`src/logic/z80DecodePkg.sv`:
```
// Instruction-side types for the sequencer, the family decoders and the testbench.
`default_nettype none

package z80DecodePkg;

    // Execution phase, one cycle each.
    typedef enum logic [3:0] {
        stepFetch = 4'd0,
        step1 = 4'd1,
        step2 = 4'd2,
        step3 = 4'd3,
        step4 = 4'd4
    } phaseT;

    // Implemented opcodes of the 00xx0xxx family.
    typedef enum logic [7:0] {
        opNop = 8'h00,
        opLdBcNn = 8'h01,
        opLdBcIndA = 8'h02,
        opIncB = 8'h04,
        opDecB = 8'h05,
        opLdBN = 8'h06,
        opLdDeNn = 8'h11,
        opLdDeIndA = 8'h12,
        opIncD = 8'h14,
        opDecD = 8'h15,
        opLdDN = 8'h16,
        opLdHlNn = 8'h21,
        opLdNnHl = 8'h22,
        opIncH = 8'h24,
        opDecH = 8'h25,
        opLdHN = 8'h26,
        opLdSpNn = 8'h31, // No SP here, operand is skipped.
        opLdNnA = 8'h32,
        opIncHlInd = 8'h34,
        opDecHlInd = 8'h35,
        opLdHlIndN = 8'h36
    } opcodeT;

endpackage

`default_nettype wire

```
`src/logic/z80DatapathPkg.sv`:
```
// Datapath-side types for the control strobes between the decoders and the datapath.
`default_nettype none

package z80DatapathPkg;

    localparam int addrWidth = 16;
    localparam int dataWidth = 8;

    // Zero means no register, so idle decoder outputs merge by OR.
    typedef enum logic [3:0] {
        regNone = 4'd0,
        regB = 4'd1,
        regC = 4'd2,
        regD = 4'd3,
        regE = 4'd4,
        regH = 4'd5,
        regL = 4'd6,
        regA = 4'd7,
        regDt = 4'd8,
        regDtex = 4'd9
    } regCodeT;

    typedef enum logic [2:0] {
        adrNone = 3'd0,
        adrPc = 3'd1,
        adrBc = 3'd2,
        adrDe = 3'd3,
        adrHl = 3'd4,
        adrTmp = 3'd5, // Dtex:Dt.
        adrTmpPlus1 = 3'd6
    } adrSelT;

    typedef enum logic [0:0] {
        srcMem = 1'b0,
        srcAlu = 1'b1
    } wrSrcT;

    typedef enum logic [1:0] {
        aluPass = 2'd0,
        aluInc = 2'd1,
        aluDec = 2'd2
    } aluOpT;

endpackage

`default_nettype wire

```
`src/logic/decoder000x0.sv`:
```
// Phase decoder for opcodes 0x00-0x17, instantiated by decoder00xx0; all outputs zero when idle.
`timescale 1ns/1ps
`default_nettype none

module decoder000x0 (
    input wire enable,
    input wire z80DecodePkg::phaseT step,
    input wire [7:0] opcode,
    output z80DatapathPkg::adrSelT adSelect,
    output z80DatapathPkg::regCodeT readSel,
    output z80DatapathPkg::aluOpT aluOp,
    output z80DatapathPkg::regCodeT writeSel,
    output z80DatapathPkg::wrSrcT writeSrc,
    output logic memWrite,
    output logic memRead,
    output logic pcInc,
    output logic resetStep
);

    z80DatapathPkg::regCodeT target;

    // Bits 5:3 are 000 for B and 010 for D.
    always_comb begin
        target = z80DatapathPkg::regB;
        if (opcode[4]) target = z80DatapathPkg::regD;
    end

    always_comb begin
        adSelect = z80DatapathPkg::adrNone;
        readSel = z80DatapathPkg::regNone;
        aluOp = z80DatapathPkg::aluPass;
        writeSel = z80DatapathPkg::regNone;
        writeSrc = z80DatapathPkg::srcMem;
        memWrite = 1'b0;
        memRead = 1'b0;
        pcInc = 1'b0;
        resetStep = 1'b0;
        if (enable) begin
            case (opcode)
                z80DecodePkg::opLdBcNn, z80DecodePkg::opLdDeNn: begin
                    adSelect = z80DatapathPkg::adrPc;
                    memRead = 1'b1;
                    pcInc = 1'b1;
                    if (step == z80DecodePkg::step1) begin
                        writeSel = z80DatapathPkg::regC; // Low byte first.
                        if (opcode[4]) writeSel = z80DatapathPkg::regE;
                    end else begin
                        writeSel = target;
                        resetStep = 1'b1;
                    end
                end
                z80DecodePkg::opLdBcIndA, z80DecodePkg::opLdDeIndA: begin
                    adSelect = z80DatapathPkg::adrBc;
                    if (opcode[4]) adSelect = z80DatapathPkg::adrDe;
                    readSel = z80DatapathPkg::regA;
                    memWrite = 1'b1;
                    resetStep = 1'b1;
                end
                z80DecodePkg::opIncB, z80DecodePkg::opDecB,
                z80DecodePkg::opIncD, z80DecodePkg::opDecD: begin
                    readSel = target;
                    aluOp = z80DatapathPkg::aluInc;
                    if (opcode[0]) aluOp = z80DatapathPkg::aluDec;
                    writeSel = target;
                    writeSrc = z80DatapathPkg::srcAlu;
                    resetStep = 1'b1;
                end
                z80DecodePkg::opLdBN, z80DecodePkg::opLdDN: begin
                    adSelect = z80DatapathPkg::adrPc;
                    memRead = 1'b1;
                    pcInc = 1'b1;
                    writeSel = target;
                    resetStep = 1'b1;
                end
                default: resetStep = 1'b1; // Columns 0, 3 and 7.
            endcase
        end
    end

endmodule

`default_nettype wire

```
`src/logic/decoder001x0.sv`:
```
// Phase decoder for opcodes 0x20-0x37, instantiated by decoder00xx0; all outputs zero when idle.
`timescale 1ns/1ps
`default_nettype none

module decoder001x0 (
    input wire enable,
    input wire z80DecodePkg::phaseT step,
    input wire [7:0] opcode,
    output z80DatapathPkg::adrSelT adSelect,
    output z80DatapathPkg::regCodeT readSel,
    output z80DatapathPkg::aluOpT aluOp,
    output z80DatapathPkg::regCodeT writeSel,
    output z80DatapathPkg::wrSrcT writeSrc,
    output logic memWrite,
    output logic memRead,
    output logic pcInc,
    output logic resetStep
);

    always_comb begin
        adSelect = z80DatapathPkg::adrNone;
        readSel = z80DatapathPkg::regNone;
        aluOp = z80DatapathPkg::aluPass;
        writeSel = z80DatapathPkg::regNone;
        writeSrc = z80DatapathPkg::srcMem;
        memWrite = 1'b0;
        memRead = 1'b0;
        pcInc = 1'b0;
        resetStep = 1'b0;
        if (enable) begin
            case (opcode)
                z80DecodePkg::opLdHlNn, z80DecodePkg::opLdSpNn: begin
                    adSelect = z80DatapathPkg::adrPc;
                    memRead = 1'b1;
                    pcInc = 1'b1;
                    if (step == z80DecodePkg::step1) begin
                        if (!opcode[4]) writeSel = z80DatapathPkg::regL;
                    end else begin
                        if (!opcode[4]) writeSel = z80DatapathPkg::regH;
                        resetStep = 1'b1;
                    end
                end
                ////////////////////////////////////////////////////////////
                // Stores through nn, gathered in Dtex:Dt.
                z80DecodePkg::opLdNnHl, z80DecodePkg::opLdNnA: begin
                    case (step)
                        z80DecodePkg::step1, z80DecodePkg::step2: begin
                            adSelect = z80DatapathPkg::adrPc;
                            memRead = 1'b1;
                            pcInc = 1'b1;
                            writeSel = z80DatapathPkg::regDt;
                            if (step == z80DecodePkg::step2) writeSel = z80DatapathPkg::regDtex;
                        end
                        z80DecodePkg::step3: begin
                            adSelect = z80DatapathPkg::adrTmp;
                            memWrite = 1'b1;
                            readSel = z80DatapathPkg::regL;
                            if (opcode[4]) begin
                                readSel = z80DatapathPkg::regA; // LD (nn),A ends here.
                                resetStep = 1'b1;
                            end
                        end
                        default: begin
                            adSelect = z80DatapathPkg::adrTmpPlus1;
                            memWrite = 1'b1;
                            readSel = z80DatapathPkg::regH;
                            resetStep = 1'b1;
                        end
                    endcase
                end
                z80DecodePkg::opIncH, z80DecodePkg::opDecH: begin
                    readSel = z80DatapathPkg::regH;
                    aluOp = z80DatapathPkg::aluInc;
                    if (opcode[0]) aluOp = z80DatapathPkg::aluDec;
                    writeSel = z80DatapathPkg::regH;
                    writeSrc = z80DatapathPkg::srcAlu;
                    resetStep = 1'b1;
                end
                z80DecodePkg::opLdHN: begin
                    adSelect = z80DatapathPkg::adrPc;
                    memRead = 1'b1;
                    pcInc = 1'b1;
                    writeSel = z80DatapathPkg::regH;
                    resetStep = 1'b1;
                end
                ////////////////////////////////////////////////////////////
                // (HL) forms: operand into Dt, then ALU result back to (HL).
                z80DecodePkg::opIncHlInd, z80DecodePkg::opDecHlInd,
                z80DecodePkg::opLdHlIndN: begin
                    if (step == z80DecodePkg::step1) begin
                        adSelect = z80DatapathPkg::adrHl;
                        memRead = 1'b1;
                        writeSel = z80DatapathPkg::regDt;
                        if (opcode[1]) begin
                            adSelect = z80DatapathPkg::adrPc; // Immediate n.
                            pcInc = 1'b1;
                        end
                    end else begin
                        adSelect = z80DatapathPkg::adrHl;
                        readSel = z80DatapathPkg::regDt;
                        if (opcode[1:0] == 2'b00) aluOp = z80DatapathPkg::aluInc;
                        if (opcode[1:0] == 2'b01) aluOp = z80DatapathPkg::aluDec;
                        memWrite = 1'b1;
                        resetStep = 1'b1;
                    end
                end
                default: resetStep = 1'b1; // Columns 0, 3 and 7.
            endcase
        end
    end

endmodule

`default_nettype wire

```
`src/logic/decoder00xx0.sv`:
```
// Decoder for the 00xx0xxx family; splits on opcode bit 5 and ORs the two halves together.
`timescale 1ns/1ps
`default_nettype none

module decoder00xx0 (
    input wire enable,
    input wire z80DecodePkg::phaseT step,
    input wire [7:0] opcode,
    output z80DatapathPkg::adrSelT adSelect,
    output z80DatapathPkg::regCodeT readSel,
    output z80DatapathPkg::aluOpT aluOp,
    output z80DatapathPkg::regCodeT writeSel,
    output z80DatapathPkg::wrSrcT writeSrc,
    output logic memWrite,
    output logic memRead,
    output logic pcInc,
    output logic resetStep
);

    logic enable0, enable1;
    z80DatapathPkg::adrSelT adSelect0, adSelect1;
    z80DatapathPkg::regCodeT readSel0, readSel1, writeSel0, writeSel1;
    z80DatapathPkg::aluOpT aluOp0, aluOp1;
    z80DatapathPkg::wrSrcT writeSrc0, writeSrc1;
    logic memWrite0, memWrite1, memRead0, memRead1;
    logic pcInc0, pcInc1, resetStep0, resetStep1;

    assign enable0 = enable && !opcode[5]; // 0x00-0x17.
    assign enable1 = enable && opcode[5]; // 0x20-0x37.

    decoder000x0 d000x0 (
        .enable(enable0),
        .step(step),
        .opcode(opcode),
        .adSelect(adSelect0),
        .readSel(readSel0),
        .aluOp(aluOp0),
        .writeSel(writeSel0),
        .writeSrc(writeSrc0),
        .memWrite(memWrite0),
        .memRead(memRead0),
        .pcInc(pcInc0),
        .resetStep(resetStep0)
    );

    decoder001x0 d001x0 (
        .enable(enable1),
        .step(step),
        .opcode(opcode),
        .adSelect(adSelect1),
        .readSel(readSel1),
        .aluOp(aluOp1),
        .writeSel(writeSel1),
        .writeSrc(writeSrc1),
        .memWrite(memWrite1),
        .memRead(memRead1),
        .pcInc(pcInc1),
        .resetStep(resetStep1)
    );

    // The idle half drives zeros.
    assign adSelect = z80DatapathPkg::adrSelT'(adSelect0 | adSelect1);
    assign readSel = z80DatapathPkg::regCodeT'(readSel0 | readSel1);
    assign aluOp = z80DatapathPkg::aluOpT'(aluOp0 | aluOp1);
    assign writeSel = z80DatapathPkg::regCodeT'(writeSel0 | writeSel1);
    assign writeSrc = z80DatapathPkg::wrSrcT'(writeSrc0 | writeSrc1);
    assign memWrite = memWrite0 | memWrite1;
    assign memRead = memRead0 | memRead1;
    assign pcInc = pcInc0 | pcInc1;
    assign resetStep = resetStep0 | resetStep1;

endmodule

`default_nettype wire

```
`src/logic/seqControl.sv`:
```
// Instruction sequencer: opcode fetch, instruction register and phase counter for the core.
`timescale 1ns/1ps
`default_nettype none

module seqControl (
    input wire clk,
    input wire rstN,
    input wire [z80DatapathPkg::dataWidth-1:0] memRdData,
    input wire z80DatapathPkg::adrSelT decAdSelect,
    input wire z80DatapathPkg::regCodeT decReadSel,
    input wire z80DatapathPkg::aluOpT decAluOp,
    input wire z80DatapathPkg::regCodeT decWriteSel,
    input wire z80DatapathPkg::wrSrcT decWriteSrc,
    input wire decMemWrite,
    input wire decMemRead,
    input wire decPcInc,
    input wire decResetStep,
    output logic [7:0] opcode,
    output z80DecodePkg::phaseT step,
    output logic decEnable,
    output logic m1,
    output z80DatapathPkg::adrSelT adSelect,
    output z80DatapathPkg::regCodeT readSel,
    output z80DatapathPkg::aluOpT aluOp,
    output z80DatapathPkg::regCodeT writeSel,
    output z80DatapathPkg::wrSrcT writeSrc,
    output logic memWrite,
    output logic memRead,
    output logic pcInc
);

    logic inFamily;
    logic lastStep;

    assign inFamily = (opcode[7:6] == 2'b00) && !opcode[3];
    assign m1 = (step == z80DecodePkg::stepFetch);
    assign decEnable = inFamily && !m1;
    // Anything outside the family ends after step1.
    assign lastStep = decResetStep || (!inFamily && step == z80DecodePkg::step1);

    // Decoder is quiet during fetch, so its strobes pass straight on.
    assign readSel = decReadSel;
    assign aluOp = decAluOp;
    assign writeSel = decWriteSel;
    assign writeSrc = decWriteSrc;
    assign memWrite = decMemWrite;

    always_comb begin
        adSelect = decAdSelect;
        memRead = decMemRead;
        pcInc = decPcInc;
        if (m1) begin
            adSelect = z80DatapathPkg::adrPc; // Opcode read at PC.
            memRead = 1'b1;
            pcInc = 1'b1;
        end
    end

    always_ff @(posedge clk) begin
        if (!rstN) begin
            step <= z80DecodePkg::stepFetch;
            opcode <= 8'h00;
        end else if (m1) begin
            opcode <= memRdData;
            step <= z80DecodePkg::step1;
        end else if (lastStep) begin
            step <= z80DecodePkg::stepFetch;
        end else begin
            step <= z80DecodePkg::phaseT'(step + 4'd1);
        end
    end

endmodule

`default_nettype wire

```
`src/logic/dataPath.sv`:
```
// Core datapath: register file, PC, operand latch, address mux and INC/DEC unit.
`timescale 1ns/1ps
`default_nettype none

module dataPath #(
    parameter logic [z80DatapathPkg::addrWidth-1:0] resetPc = '0
) (
    input wire clk,
    input wire rstN,
    input wire z80DatapathPkg::adrSelT adSelect,
    input wire z80DatapathPkg::regCodeT readSel,
    input wire z80DatapathPkg::aluOpT aluOp,
    input wire z80DatapathPkg::regCodeT writeSel,
    input wire z80DatapathPkg::wrSrcT writeSrc,
    input wire pcInc,
    input wire [z80DatapathPkg::dataWidth-1:0] memRdData,
    output logic [z80DatapathPkg::addrWidth-1:0] memAddr,
    output logic [z80DatapathPkg::dataWidth-1:0] memWrData
);

    localparam int dataW = z80DatapathPkg::dataWidth;

    logic [dataW-1:0] b, c, d, e, h, l, a;
    logic [dataW-1:0] dt, dtex; // Operand latch, nn or (HL).
    logic [z80DatapathPkg::addrWidth-1:0] pc;
    logic [dataW-1:0] operand, aluOut, wrData;

    always_comb begin
        case (readSel)
            z80DatapathPkg::regB: operand = b;
            z80DatapathPkg::regC: operand = c;
            z80DatapathPkg::regD: operand = d;
            z80DatapathPkg::regE: operand = e;
            z80DatapathPkg::regH: operand = h;
            z80DatapathPkg::regL: operand = l;
            z80DatapathPkg::regA: operand = a;
            z80DatapathPkg::regDt: operand = dt;
            z80DatapathPkg::regDtex: operand = dtex;
            default: operand = '0;
        endcase
        case (aluOp)
            z80DatapathPkg::aluInc: aluOut = operand + 1'b1; // Wraps at 0xFF.
            z80DatapathPkg::aluDec: aluOut = operand - 1'b1;
            default: aluOut = operand;
        endcase
        case (adSelect)
            z80DatapathPkg::adrPc: memAddr = pc;
            z80DatapathPkg::adrBc: memAddr = {b, c};
            z80DatapathPkg::adrDe: memAddr = {d, e};
            z80DatapathPkg::adrHl: memAddr = {h, l};
            z80DatapathPkg::adrTmp: memAddr = {dtex, dt};
            z80DatapathPkg::adrTmpPlus1: memAddr = {dtex, dt} + 1'b1;
            default: memAddr = '0;
        endcase
    end

    assign memWrData = aluOut;
    assign wrData = (writeSrc == z80DatapathPkg::srcAlu) ? aluOut : memRdData;

    always_ff @(posedge clk) begin
        if (!rstN) begin
            {b, c, d, e, h, l, a} <= '0;
            {dtex, dt} <= '0;
            pc <= resetPc;
        end else begin
            if (pcInc) pc <= pc + 1'b1;
            case (writeSel)
                z80DatapathPkg::regB: b <= wrData;
                z80DatapathPkg::regC: c <= wrData;
                z80DatapathPkg::regD: d <= wrData;
                z80DatapathPkg::regE: e <= wrData;
                z80DatapathPkg::regH: h <= wrData;
                z80DatapathPkg::regL: l <= wrData;
                z80DatapathPkg::regA: a <= wrData;
                z80DatapathPkg::regDt: dt <= wrData;
                z80DatapathPkg::regDtex: dtex <= wrData;
                default: ;
            endcase
        end
    end

endmodule

`default_nettype wire

```
`src/logic/z80Lite.sv`:
```
// Top level of the Z80-style execution slice; connect clk, rstN and the external memory bus.
`timescale 1ns/1ps
`default_nettype none

module z80Lite #(
    parameter logic [z80DatapathPkg::addrWidth-1:0] resetPc = '0
) (
    input wire clk,
    input wire rstN,
    output logic [z80DatapathPkg::addrWidth-1:0] memAddr,
    input wire [z80DatapathPkg::dataWidth-1:0] memRdData,
    output logic [z80DatapathPkg::dataWidth-1:0] memWrData,
    output logic memWr,
    output logic memRd,
    output logic m1 // Opcode fetch cycle.
);

    logic [7:0] opcode;
    z80DecodePkg::phaseT step;
    logic decEnable;
    z80DatapathPkg::adrSelT decAdSelect, adSelect;
    z80DatapathPkg::regCodeT decReadSel, readSel, decWriteSel, writeSel;
    z80DatapathPkg::aluOpT decAluOp, aluOp;
    z80DatapathPkg::wrSrcT decWriteSrc, writeSrc;
    logic decMemWrite, decMemRead, decPcInc, decResetStep;
    logic pcInc;

    ////////////////////////////////////////////////////////////
    // Sequencer and family decoder.
    seqControl seq (
        .clk(clk),
        .rstN(rstN),
        .memRdData(memRdData),
        .decAdSelect(decAdSelect),
        .decReadSel(decReadSel),
        .decAluOp(decAluOp),
        .decWriteSel(decWriteSel),
        .decWriteSrc(decWriteSrc),
        .decMemWrite(decMemWrite),
        .decMemRead(decMemRead),
        .decPcInc(decPcInc),
        .decResetStep(decResetStep),
        .opcode(opcode),
        .step(step),
        .decEnable(decEnable),
        .m1(m1),
        .adSelect(adSelect),
        .readSel(readSel),
        .aluOp(aluOp),
        .writeSel(writeSel),
        .writeSrc(writeSrc),
        .memWrite(memWr),
        .memRead(memRd),
        .pcInc(pcInc)
    );

    decoder00xx0 dec (
        .enable(decEnable),
        .step(step),
        .opcode(opcode),
        .adSelect(decAdSelect),
        .readSel(decReadSel),
        .aluOp(decAluOp),
        .writeSel(decWriteSel),
        .writeSrc(decWriteSrc),
        .memWrite(decMemWrite),
        .memRead(decMemRead),
        .pcInc(decPcInc),
        .resetStep(decResetStep)
    );

    ////////////////////////////////////////////////////////////
    // Datapath.
    dataPath #(
        .resetPc(resetPc)
    ) dp (
        .clk(clk),
        .rstN(rstN),
        .adSelect(adSelect),
        .readSel(readSel),
        .aluOp(aluOp),
        .writeSel(writeSel),
        .writeSrc(writeSrc),
        .pcInc(pcInc),
        .memRdData(memRdData),
        .memAddr(memAddr),
        .memWrData(memWrData)
    );

endmodule

`default_nettype wire

```
`config.mk`:
```
export PLATFORM = sky130hd
export DESIGN_NAME = z80Lite
export DESIGN_NICKNAME = d
export VERILOG_FILES = /design/src/logic/z80DecodePkg.sv /design/src/logic/z80DatapathPkg.sv /design/src/logic/decoder000x0.sv /design/src/logic/decoder001x0.sv /design/src/logic/decoder00xx0.sv /design/src/logic/seqControl.sv /design/src/logic/dataPath.sv /design/src/logic/z80Lite.sv
export SDC_FILE = /design/constraint.sdc
export NUM_CORES = 1
export LEC_CHECK = 0
export ABC_CLOCK_PERIOD_IN_PS = 5100
export CAP_MARGIN = 0
export CORE_ASPECT_RATIO = 0.7
export CORE_UTILIZATION = 57
export CTS_CLUSTER_SIZE = 16
export DETAILED_ROUTE_END_ITERATION = 7
export DONT_BUFFER_PORTS = 1
export PLACE_DENSITY = 0.75
export SYNTH_ARGS = -nofsm -noshare
export SYNTH_HDL_FRONTEND = slang
export SYNTH_SLANG_ARGS = --single-unit
```
`constraint.sdc`:
```
create_clock -name clk -period 5.1 [get_ports clk]
set_clock_uncertainty 0.1 [all_clocks]
set_input_delay 1.02 -clock clk [delete_from_list [all_inputs] [get_ports clk]]
set_output_delay 1.02 -clock clk [all_outputs]
set_load 0.05 [all_outputs]
```
### Word-level counts from Yosys, hierarchy flattened

Cells that the tools add are included.

| cells by class | value |
|---|---|
| add/subtract/negate cells | 5 |
| $mul | 0 |
| divide/modulo/power cells | 0 |
| $lt $le $gt $ge | 0 |
| equality and inequality tests | 50 |
| shift operators | 0 |
| multiplexer cells | 71 |
| bitwise gates (word level) | 10 |
| reduce and logical (&&, ||, !) cells | 27 |

Operators with widths:

| cell | number |
|---|---|
| $pmux W16 S6 | 1 |
| $eq A8 B6 Y1 const B | 10 |
| $pmux W8 S9 | 1 |
| $eq A8 B5 Y1 const B | 5 |
| $mux W4 | 9 |
| $add A16 B1 Y16 const B | 2 |
| $eq A4 B3 Y1 const B | 8 |
| $mux W1 | 29 |
| $eq A4 B2 Y1 const B | 6 |
| $eq A8 B3 Y1 const B | 3 |
| $mux W3 | 7 |
| $eq A4 B4 Y1 const B | 4 |
| $mux W2 | 8 |
| $pmux W4 S2 | 2 |
| $pmux W4 S4 | 1 |
| $pmux W8 S2 | 1 |
| $eq A4 B1 Y1 const B | 3 |
| $pmux W3 S2 | 2 |
| $pmux W4 S3 | 1 |
| $reduce_or A2 Y1 | 6 |
| $reduce_or A3 Y1 | 4 |
| $eq A3 B3 Y1 const B | 3 |
| $pmux W3 S3 | 1 |
| $add A8 B1 Y8 const B | 1 |
| other kinds (25) | 45 |

| storage, ports and cells | value |
|---|---|
| bits in registers | 100 |
| bits in latches | 0 |
| bits in writable memories | 0 |
| memory bits (read-only) | 0 |
| input port bits | 10 |
| output and inout bits | 27 |
| word-level logic and storage cells | 176 |
| memories | 0 |

### Logic depth before layout (Yosys ltp)

Gate-level depths: netlist (run 1).

| logic depth | value |
|---|---|
| depth after elaboration | 11 |
| mapped depth | 20 |
| mapped depth without buffers | 18 |

### Hierarchy

From an unflattened synthesis (run 1), not the netlist that was laid out.

| second synthesis, totals | value |
|---|---|
| cells, all modules | 925 |
| area total of the unflattened synthesis | 7,289.5 um^2 |

By module, submodules not included:

| module | instances | cells each | area each (um^2) | sequential area each (um^2) |
|---|---|---|---|---|
| dataPath | 1 | 717 | 5,794.3 | 1,761.7 |
| seqControl | 1 | 76 | 643.1 | 240.2 |
| decoder001x0 | 1 | 73 | 466.7 | 0.0 |
| decoder000x0 | 1 | 39 | 256.5 | 0.0 |
| decoder00xx0 | 1 | 20 | 128.9 | 0.0 |

### Least setup slack after synthesis (run 1)

No wires, ideal clock.

| path | value |
|---|---|
| kind | flip-flop to output port |
| from | register seq.step[0] |
| to | output port memWrData[7] (netlist name) |
| arrival | 4.662 ns |
| data required time | 3.980 ns |
| path slack | -0.682 ns |
| cell stages (with the launch flop) | 21 |
| buffers on the path | 3 |
| cells stage by stage | dfxtp_1 inv_1 ha_1 or3b_1 buf_2 and4_1 clkbuf_1 clkbuf_1 o31ai_1 a221oi_1 a2111oi_0 inv_1 ha_1 a21oi_1 o21a_1 o21ai_0 and2_1 a2111o_1 a2111oi_4 xnor2_1 inv_1 |

| between the ends | value |
|---|---|
| cells in the longest elaborated chain, start to end | 10 |
| elaborated cells between the ends (all ways) | 35 |
| those cells by class | 2 x add/sub; 14 x eq/ne; 11 x mux; 2 x bitwise; 6 x reduce/logical |

RTL lines:

| item | RTL line | text |
|---|---|---|
| from (decl) | seqControl.sv:19 | `output z80DecodePkg::phaseT step,` |
| from (signal assigned) | seqControl.sv:61 | `step <= z80DecodePkg::stepFetch;` |
| from (signal assigned) | seqControl.sv:65 | `step <= z80DecodePkg::step1;` |
| from (signal assigned) | seqControl.sv:67 | `step <= z80DecodePkg::stepFetch;` |
| $eq A4 B2 Y1 (tied with other cells) | decoder001x0.sv:46 | `case (step)` |
| $reduce_or A2 Y1 / $logic_not A1 Y1 (equally long branches) | decoder001x0.sv:46, seqControl.sv:37 |  |
| $pmux W3 S2 / $logic_and A1 B1 Y1 (equally long branches) | decoder001x0.sv:46, seqControl.sv:37 |  |
| $pmux W4 S3 (tied with other cells) | decoder001x0.sv:31 | `case (opcode)` |
| $mux W4 (on tied branches) | decoder001x0.sv:30, decoder000x0.sv:38 |  |
| $or A4 B4 Y4 | decoder00xx0.sv:63 | `assign readSel = z80DatapathPkg::regCodeT'(readSel0 \| readSel1);` |
| $eq A4 B4 Y1 (tied with other cells) | dataPath.sv:29 | `case (readSel)` |
| $pmux W8 S9 | dataPath.sv:29 |  |
| $sub A8 B1 Y8 / $add A8 B1 Y8 (equally long branches) | dataPath.sv:43, dataPath.sv:42 |  |
| $pmux W8 S2 * | dataPath.sv:41 | `case (aluOp)` |
| to (decl) | z80Lite.sv:12 | `output logic [z80DatapathPkg::dataWidth-1:0] memWrData,` |

Every way passes the cells marked *; elsewhere a longest branch is shown, timed or not.

### Worst setup path in the final report (run 1)

| path | value |
|---|---|
| from | register seq.opcode[2] |
| to | output port memWrData[7] (netlist name) |

| between the ends | value |
|---|---|
| cells in the longest elaborated chain, start to end | 9 |
| elaborated cells between the ends (all ways) | 43 |
| those cells by class | 2 x add/sub; 24 x eq/ne; 10 x mux; 2 x bitwise; 5 x reduce/logical |

RTL lines:

| item | RTL line | text |
|---|---|---|
| from (decl) | seqControl.sv:18 | `output logic [7:0] opcode,` |
| from (signal assigned) | seqControl.sv:64 | `opcode <= memRdData;` |
| $eq A8 B3 Y1 (tied with other cells) | decoder000x0.sv:39 | `case (opcode)` |
| $reduce_or A4 Y1 (tied with other cells) | decoder000x0.sv:39 |  |
| $pmux W4 S2 / $pmux W4 S3 (equally long branches) | decoder000x0.sv:39, decoder001x0.sv:31 |  |
| $mux W4 (on tied branches) | decoder000x0.sv:38, decoder001x0.sv:30 |  |
| $or A4 B4 Y4 | decoder00xx0.sv:63 |  |
| $eq A4 B4 Y1 (tied with other cells) | dataPath.sv:29 |  |
| $pmux W8 S9 | dataPath.sv:29 |  |
| $sub A8 B1 Y8 / $add A8 B1 Y8 (equally long branches) | dataPath.sv:43, dataPath.sv:42 |  |
| $pmux W8 S2 * | dataPath.sv:41 |  |

Marked as above.

==> metrics.md, run 1 <==
| Metric | Value |
|---|---|
| Outcome | finished, violations left |
| Violated checks | setup timing |
| Vias post-DR | 7,122 |
| I/O pin count | 37 |
| Peak VDD IR | 0.000196 V |
| DR WL/cell | 23.3 um |
| Root Driver | clkbuf_16 |
| Clock transition at the registers of the reported paths | 70 ps |
| Htree depth | 3 |
| EDFF count, synth | 0 |
| Die X | 127 um |
| Largest net degree at the start of global routing | 60 |
| #FFs+latches synth | 100 |
| Crit path max fanout | 6 |
| Worst Hold Class | flip-flop to flip-flop |
| Number of port buffers | 0 |
| Synth Cell Area | 6240 um^2 |
| Yosys warning count | 0 |
| Setup violations, final | 10 |
| Final Max Tran Viols | 0 |
| Num CTS Buffers | 9 |
| Crit share post-route | 108% |
| Share of the synthesized area in the top cell type | 32.1% |
| Final hold violations | 0 |
| Final Instance Area | 8280 um^2 |
| DIE AREA | 11,400 um^2 |
| Placed Cells incl. Taps | 1,007 |
| Cells after synthesis | 781 |
| Count of fill cells added during filler insertion | 729 |
| CTS tree | done |
| Worst Setup Slack, final | -390 ps |
| Gr usage total | 42.9% |
| Post-synth top flop | dfxtp_1 |
| Reg area | 2010 um^2 |
| P_leak | 3.17 nW |
| Layout cells sized above 1 | 28.1% |
| Number of antenna violations at the first check in global routing | 0 |
| CP peak stage delay | 630 ps |
| CP bufs+invs | 3 |
| Register area share after synthesis | 32.1% |
| Final GP Congestion | 1.01 |
| GRT overflow | 0 |
| Hold_buf cts | 0 |
| CP top delay family | compound AO/OA/AOI/OAI gates |
| Fmax | 0.182 GHz |
| Main area contributors after synthesis | dfxtp_1 (32%), nand2_1 (5.5%), o21ai_0 (5.0%) |
| CP Data Required Time | 3980 ps |
| Syn avg cell area | 7.99 um^2 |
| # Max-Cap Violations | 0 |
| Total power | 2.91 mW |
| Die height | 89.6 um |
| Synth async-reset ratio | 0% |
| FP Rows | 31 |
| Post-synth net total | 808 |
| Vias/cell | 6.85 |
| Bufs on Longest Clock Path | 2 |
| Post-layout min period | 5490 ps |
| Critical Path End Type | output port |
| Routed WL | 24,300 um |
| Synth cell types | 83 |
| Slew headroom | 34.8% |
| Clock network latency to the later pin of the worst-skew pair | 360 ps |
| First-pass GRT wire length | 36,400 um |
| ANT cells | 0 |
| Pwr dens | 351 nW/um^2 |
| Drt drc | 0 |
| HPWL Detailed | 17,200 um |
| P&R area growth vs syn | 32.6% |
| Critical path class | flip-flop to output port |
| DP Area | 7510 um^2 |
| Nets@finish | 914 |
| Worst-Margin Slew | 975 ps |
| CORE AREA | 10,500 um^2 |
| Worst path slowest cell | or4b_4 |
| Initial core utilization | 59.4% |
| Vias in the first global route | 6,542 |
| Multi-input gate area | 4350 um^2 |
| Area leader, netlist | dfxtp_1 |
| RSZ-0062 raised after global routing | true |
| DRT iter0 DRCs | 1,052 |
| Final Non-Filler Cells | 1,039 |
| Drt pass-1 iters | 8 |
| Clock Sinks | 100 |
| Worst EP arrival | 4370 ps |
| Antenna viol nets, final | 0 |
| Crit-path cells | or4b_4, nor3_1, o21ai_2, nor3b_4, a2111oi_4, inv_1, ha_4, a21oi_4, o21a_1, o21ai_2, buf_4, nor3b_1, a2111o_1, a2111oi_4, xnor2_2, inv_4 |
| Crit path launch type | flip-flop |
==> layout by cell type, fill, tap and decap left out, types with 15 or more instances in the layout <==
master	netlist	final
nand3_1	40	40
buf_12	0	17
mux2i_1	24	24
nor2_1	57	57
nand2_1	92	88
a21oi_1	60	56
o21ai_0	62	57
and3_1	15	15
dfxtp_1	100	98
buf_4	0	119
==> stage by stage <==
step | hold slack, ps | util [%] | setup WS, ps | TNS [ps]
after detailed placement | 353 | 71.4 | -415 | -1140
final | 360 | 78.8 | -390 | -2300
after global routing | 389 | 78.8 | -507 | -4030
after floorplan | 329 | - | -122 | -122
after global placement | 338 | 71.4 | -340 | -828
after CTS | 362 | 77.7 | -403 | -1330
==> cell usage after synthesis (all sizes together) (14+ instances only) <==
cell	count
inv	19
xnor2	14
and3	15
a21oi	60
dfxtp	100
ha	16
nand2	92
buf	17
nor2	58
mux2i	24
nand3	40
nor3	16
o21ai	65
and2	14
clkbuf	34
==> per-layer routing <==
metal  track usage [%]  up-vias  part of all wire [%]
met4              18.8        0                   3.0
met5                 0        -                     0
met2              67.5      529                    44
met1              56.9     3403                    40
met3              9.87       83                    13
li1                  -     3107                     -
==> worst paths after layout <==
kind	cells after the start	slack, ps	startpoint	endpoint
worst max-delay path	16	-390	seq.opcode[2]	memWrData[7]
worst min-delay path	2	360	dp.a[7]	dp.a[7]
worst max register to register	26	-220	seq.step[0]	dp.l[6]
worst min register to register	2	360	dp.a[7]	dp.a[7]
==> where the power goes <==
group	internal (mW)	switching, mW	total, mW
combinational	0.520	0.816	1.34
clock	0.339	0.333	0.672
sequential	0.839	0.0597	0.898
total	1.70	1.21	2.91
==> state kept, by name, indices dropped and copies added (netlist names) <==
register,count
dp.e,8
seq.step,4
dp.c,8
dp.pc,16
dp.h,8
dp.dt,8
dp.b,8
dp.dtex,8
dp.d,8
seq.opcode,8
dp.a,8
dp.l,8
==> cell type report <==
type	instances	share of cell area [%]
well taps	148	2.24
flip-flops and latches	100	24.2
clock inverters	6	0.695
multi-input cells	611	52.5
clock buffers	9	2.72
inverters	19	0.982
repair buffers	146	16.6
==> repair_timing <==
| action | CTS | global route |
|---|---|---|
| cloned | 1 | 0 |
| resized for setup | 50 | 18 |
| buffers inserted | 15 | 4 |
| pin swaps | 21 | 15 |
| setup endpoints to repair | 8 | 12 |
==> tightest hold or removal path: stages, from the launching register on <==
cell     delay, ps
dfxtp_1        310
nand2_1         50
a21oi_1         50
==> logic make-up (layout without fill, tap and decap cells) <==
| kind of cell | Yosys count | count (layout) | synth area share [%] |
|---|---|---|---|
| and+or+nand+nor | 303 | 303 | 25.3 |
| AOI/OAI and AO/OA | 238 | 238 | 26.4 |
| DFF | 100 | 100 | 32.1 |
| buffers and inverters | 70 | 180 | 4.45 |
| muxes | 31 | 31 | 5.11 |
| xor gates and xnor gates | 22 | 22 | 3.21 |
| adders and majority gates | 17 | 17 | 3.53 |
Note: power is estimated with default switching activity, not from simulation.
==> inputs of run 2 (changes only) <==
- CORE_UTILIZATION: 57 -> 51
- CTS_CLUSTER_DIAMETER: unset -> 50
- PLACE_DENSITY: 0.75 -> 0.69
==> run 2 against run 1 <==
  * The run still ends with setup timing left
  * Die area increased by 12%
  * Count of clock-buffer cells in the layout unchanged
  * Worst hold slack improved by 2.3 ps
  * Total power increased by 2.2%
  * Utilization decreased by 7.6 points
  * First-iteration DRC count decreased by 17%
  * Critical endpoint unchanged
  * Largest cell class unchanged
  * Largest power group unchanged
  * Highest routed layer unchanged
==> metrics.md, run 2 (synthesis gave the netlist of run 1 again) <==
| Metric | Value |
|---|---|
| Slew headroom | 19.2% (-16 points) |
| I/O pin count | 37 (unchanged) |
| Number of antenna violations at the first check in global routing | 0 (unchanged) |
| Pwr dens | 354 nW/um^2 (+0.68%) |
| R2R setup slack | 480 ps (+700 ps) |
| Num CTS Buffers | 9 (unchanged) |
| Fmax | 0.185 GHz (+1.3%) |
| Number of port buffers | 0 (unchanged) |
| Worst path slowest cell | a2111o_1 |
| Crit-path cells | ha_4, buf_4, a211o_1, o21ai_4, buf_4, a31oi_4, buf_6, buf_12, nor3b_1, a2111o_1, ha_4, a21oi_4, o21a_1, o21ai_2, and2_1, a2111o_1, a2111oi_4, xnor2_2, inv_4 |
| Final GP Congestion | 0.987 (-1.9%) |
| Final Max Tran Viols | 0 (unchanged) |
| CTS tree | done |
| CORE AREA | 11,800 um^2 (+12%) |
| Hold Startpoint | dp.c[7] |
| Drt pass-1 iters | 6 (-2) |
| Largest net degree at the start of global routing | 60 (unchanged) |
| Clock network latency to the later pin of the worst-skew pair | 350 ps (about the same) |
| GRT overflow | 0 (unchanged) |
| Die X | 134 um (+5.6%) |
| P_leak | 3.25 nW (+2.4%) |
| Critical Path End Type | output port |
| Bufs on Longest Clock Path | 2 (unchanged) |
| Crit path launch type | flip-flop |
| Crit path max fanout | 4 (-2) |
| Gr usage total | 38.4% (-4.5 points) |
| ANT cells | 0 (unchanged) |
| Reg-to-Reg Start | seq.step[1] |
| Outcome | finished, violations left |
| RSZ-0062 raised after global routing | true |
| P&R area growth vs syn | 34.6% |
| Worst EP arrival | 4300 ps (-70 ps) |
| Setup violations, final | 4 (-6) |
| Largest Register | dp.pc |
| Crit share post-route | 106% (-1.4 points) |
| Final hold violations | 0 (unchanged) |
| Layout cells sized above 1 | 29.8% (+1.7 points) |
| Vias in the first global route | 6,329 (-3.3%) |
| Die height | 94.6 um (+5.6%) |
| Count of fill cells added during filler insertion | 923 (+27%) |
| CP Data Required Time | 3980 ps (about the same) |
| CP peak stage delay | 380 ps (-250 ps) |
| Nets@finish | 917 (+0.33%) |
| Multi-input gate area | 4380 um^2 (+0.83%) |
| Antenna viol nets, final | 0 (unchanged) |
| Critical path class | flip-flop to output port |
| FF-to-FF End | dp.d[6] |
| Routed WL | 23,800 um (-2.0%) |
| Vias post-DR | 6,903 (-3.1%) |
| Worst Setup Slack, final | -318 ps (+71.8 ps) |
| Clock Sinks | 100 (unchanged) |
| Root Driver | clkbuf_16 |
| Initial core utilization | 52.9% (-6.5 points) |
| Max reg flops | 16 (unchanged) |
| Vias/cell | 6.57 (-4.2%) |
| Reg area | 2010 um^2 (+0.19%) |
| Post-layout min period | 5420 ps (-71.8 ps) |
| Clock transition at the registers of the reported paths | 80 ps (about the same) |
| Drt drc | 0 (unchanged) |
| Setup_tns | -884 ps (+1420 ps) |
| Worst Hold Class | flip-flop to flip-flop |
| FP Rows | 33 (+6.5%) |
| Hold path endpoint | dp.c[7] |
| DIE AREA | 12,700 um^2 (+12%) |
| Most common cell after layout, fill and taps aside | buf_4 |
| Final core area utilization | 71.1% (-7.6 points) |
| Worst-Margin Slew | 1200 ps (+225 ps) |
| Hold Crit Depth | 2 (unchanged) |
| HPWL Detailed | 17,500 um (+1.7%) |
| Hold_buf cts | 0 (unchanged) |
| Peak VDD IR | 0.000202 V (+3.5%) |
| # Max-Cap Violations | 0 (unchanged) |
| DR WL/cell | 22.6 um (-3.1%) |
| Worst r2r path cells | 23 (-12%) |
| First-pass GRT wire length | 36,500 um (+0.13%) |
| Violated checks | setup timing |
| DRT iter0 DRCs | 870 (-17%) |
| Commonest cells after routing, fill and taps aside | buf_4 (109), dfxtp_1 (97), nand2_1 (87) |
| Htree depth | 3 (unchanged) |
-- run 2: per-stage QoR --
step	cell area (um^2)	worst slack [ps]	instances	hold slack [ps]	total power, mW
floorplan	6370	-122	781	329	1.61
global placement	7530	-284	1015	341	2.03
detailed placement	7530	-348	1015	356	2.06
CTS	8110	-446	1040	365	2.82
global route	8400	-466	1051	392	3.08
finish	8400	-318	1051	362	2.97
-- run 2: report_power, final --
part,internal [mW],switching (mW)
sequential,0.840,0.0592
clock,0.339,0.338
combinational,0.567,0.828
-- run 2: routing by layer --
metal | GRT usage (%) | vias to the layer above | wire length, um | part of all wire, %
met5 | 0 | - | 0 | 0
met1 | 53.2 | 3295 | 10400 | 44
met2 | 59.0 | 424 | 10100 | 43
met3 | 10.0 | 67 | 2630 | 11
met4 | 9.74 | 0 | 585 | 2.5
li1 | - | 3117 | - | -
-- run 2: worst max path at each step --
stage                              from      endpoint  slack [ps]  depth (start not counted)
final                       seq.step[0]  memWrData[7]        -320                         19
after detailed placement  seq.opcode[0]  memWrData[7]        -350                         16
after global routing      seq.opcode[3]  memWrData[7]        -470                         17
after floorplan             seq.step[1]  memWrData[7]        -120                         19
after global placement    seq.opcode[0]  memWrData[7]        -280                         16
after CTS                   seq.step[1]  memWrData[7]        -450                         19
-- run 2: layout make-up --
| cell class | count | area share, % |
|---|---|---|
| multi-input cells | 611 | 52.2 |
| flip-flops and latches | 100 | 23.9 |
| repair buffers | 149 | 17.2 |
| clock buffers | 9 | 2.68 |
| well taps | 157 | 2.34 |
| inverters | 19 | 0.998 |
| clock inverters | 6 | 0.655 |
-- run 2: worst max-delay path, delay by kind of cell (launching register included) --
kind | cells | cell delay [ps]
XOR/XNOR | 1 | 180
AND/OR/NAND/NOR | 2 | 450
buffers and inverters | 5 | 720
AO/OA/AOI/OAI | 9 | 1810
flip-flops | 1 | 370
adder cells (fa/ha/maj) | 2 | 400
-- run 2: what timing repair did --
| item | in CTS | in global routing |
|---|---|---|
| hold endpoints to repair | 0 | 0 |
| buffers inserted | 11 | 14 |
| endpoints found under the setup margin | 5 | 6 |
| resized for setup | 49 | 48 |
| pin swaps | 27 | 25 |
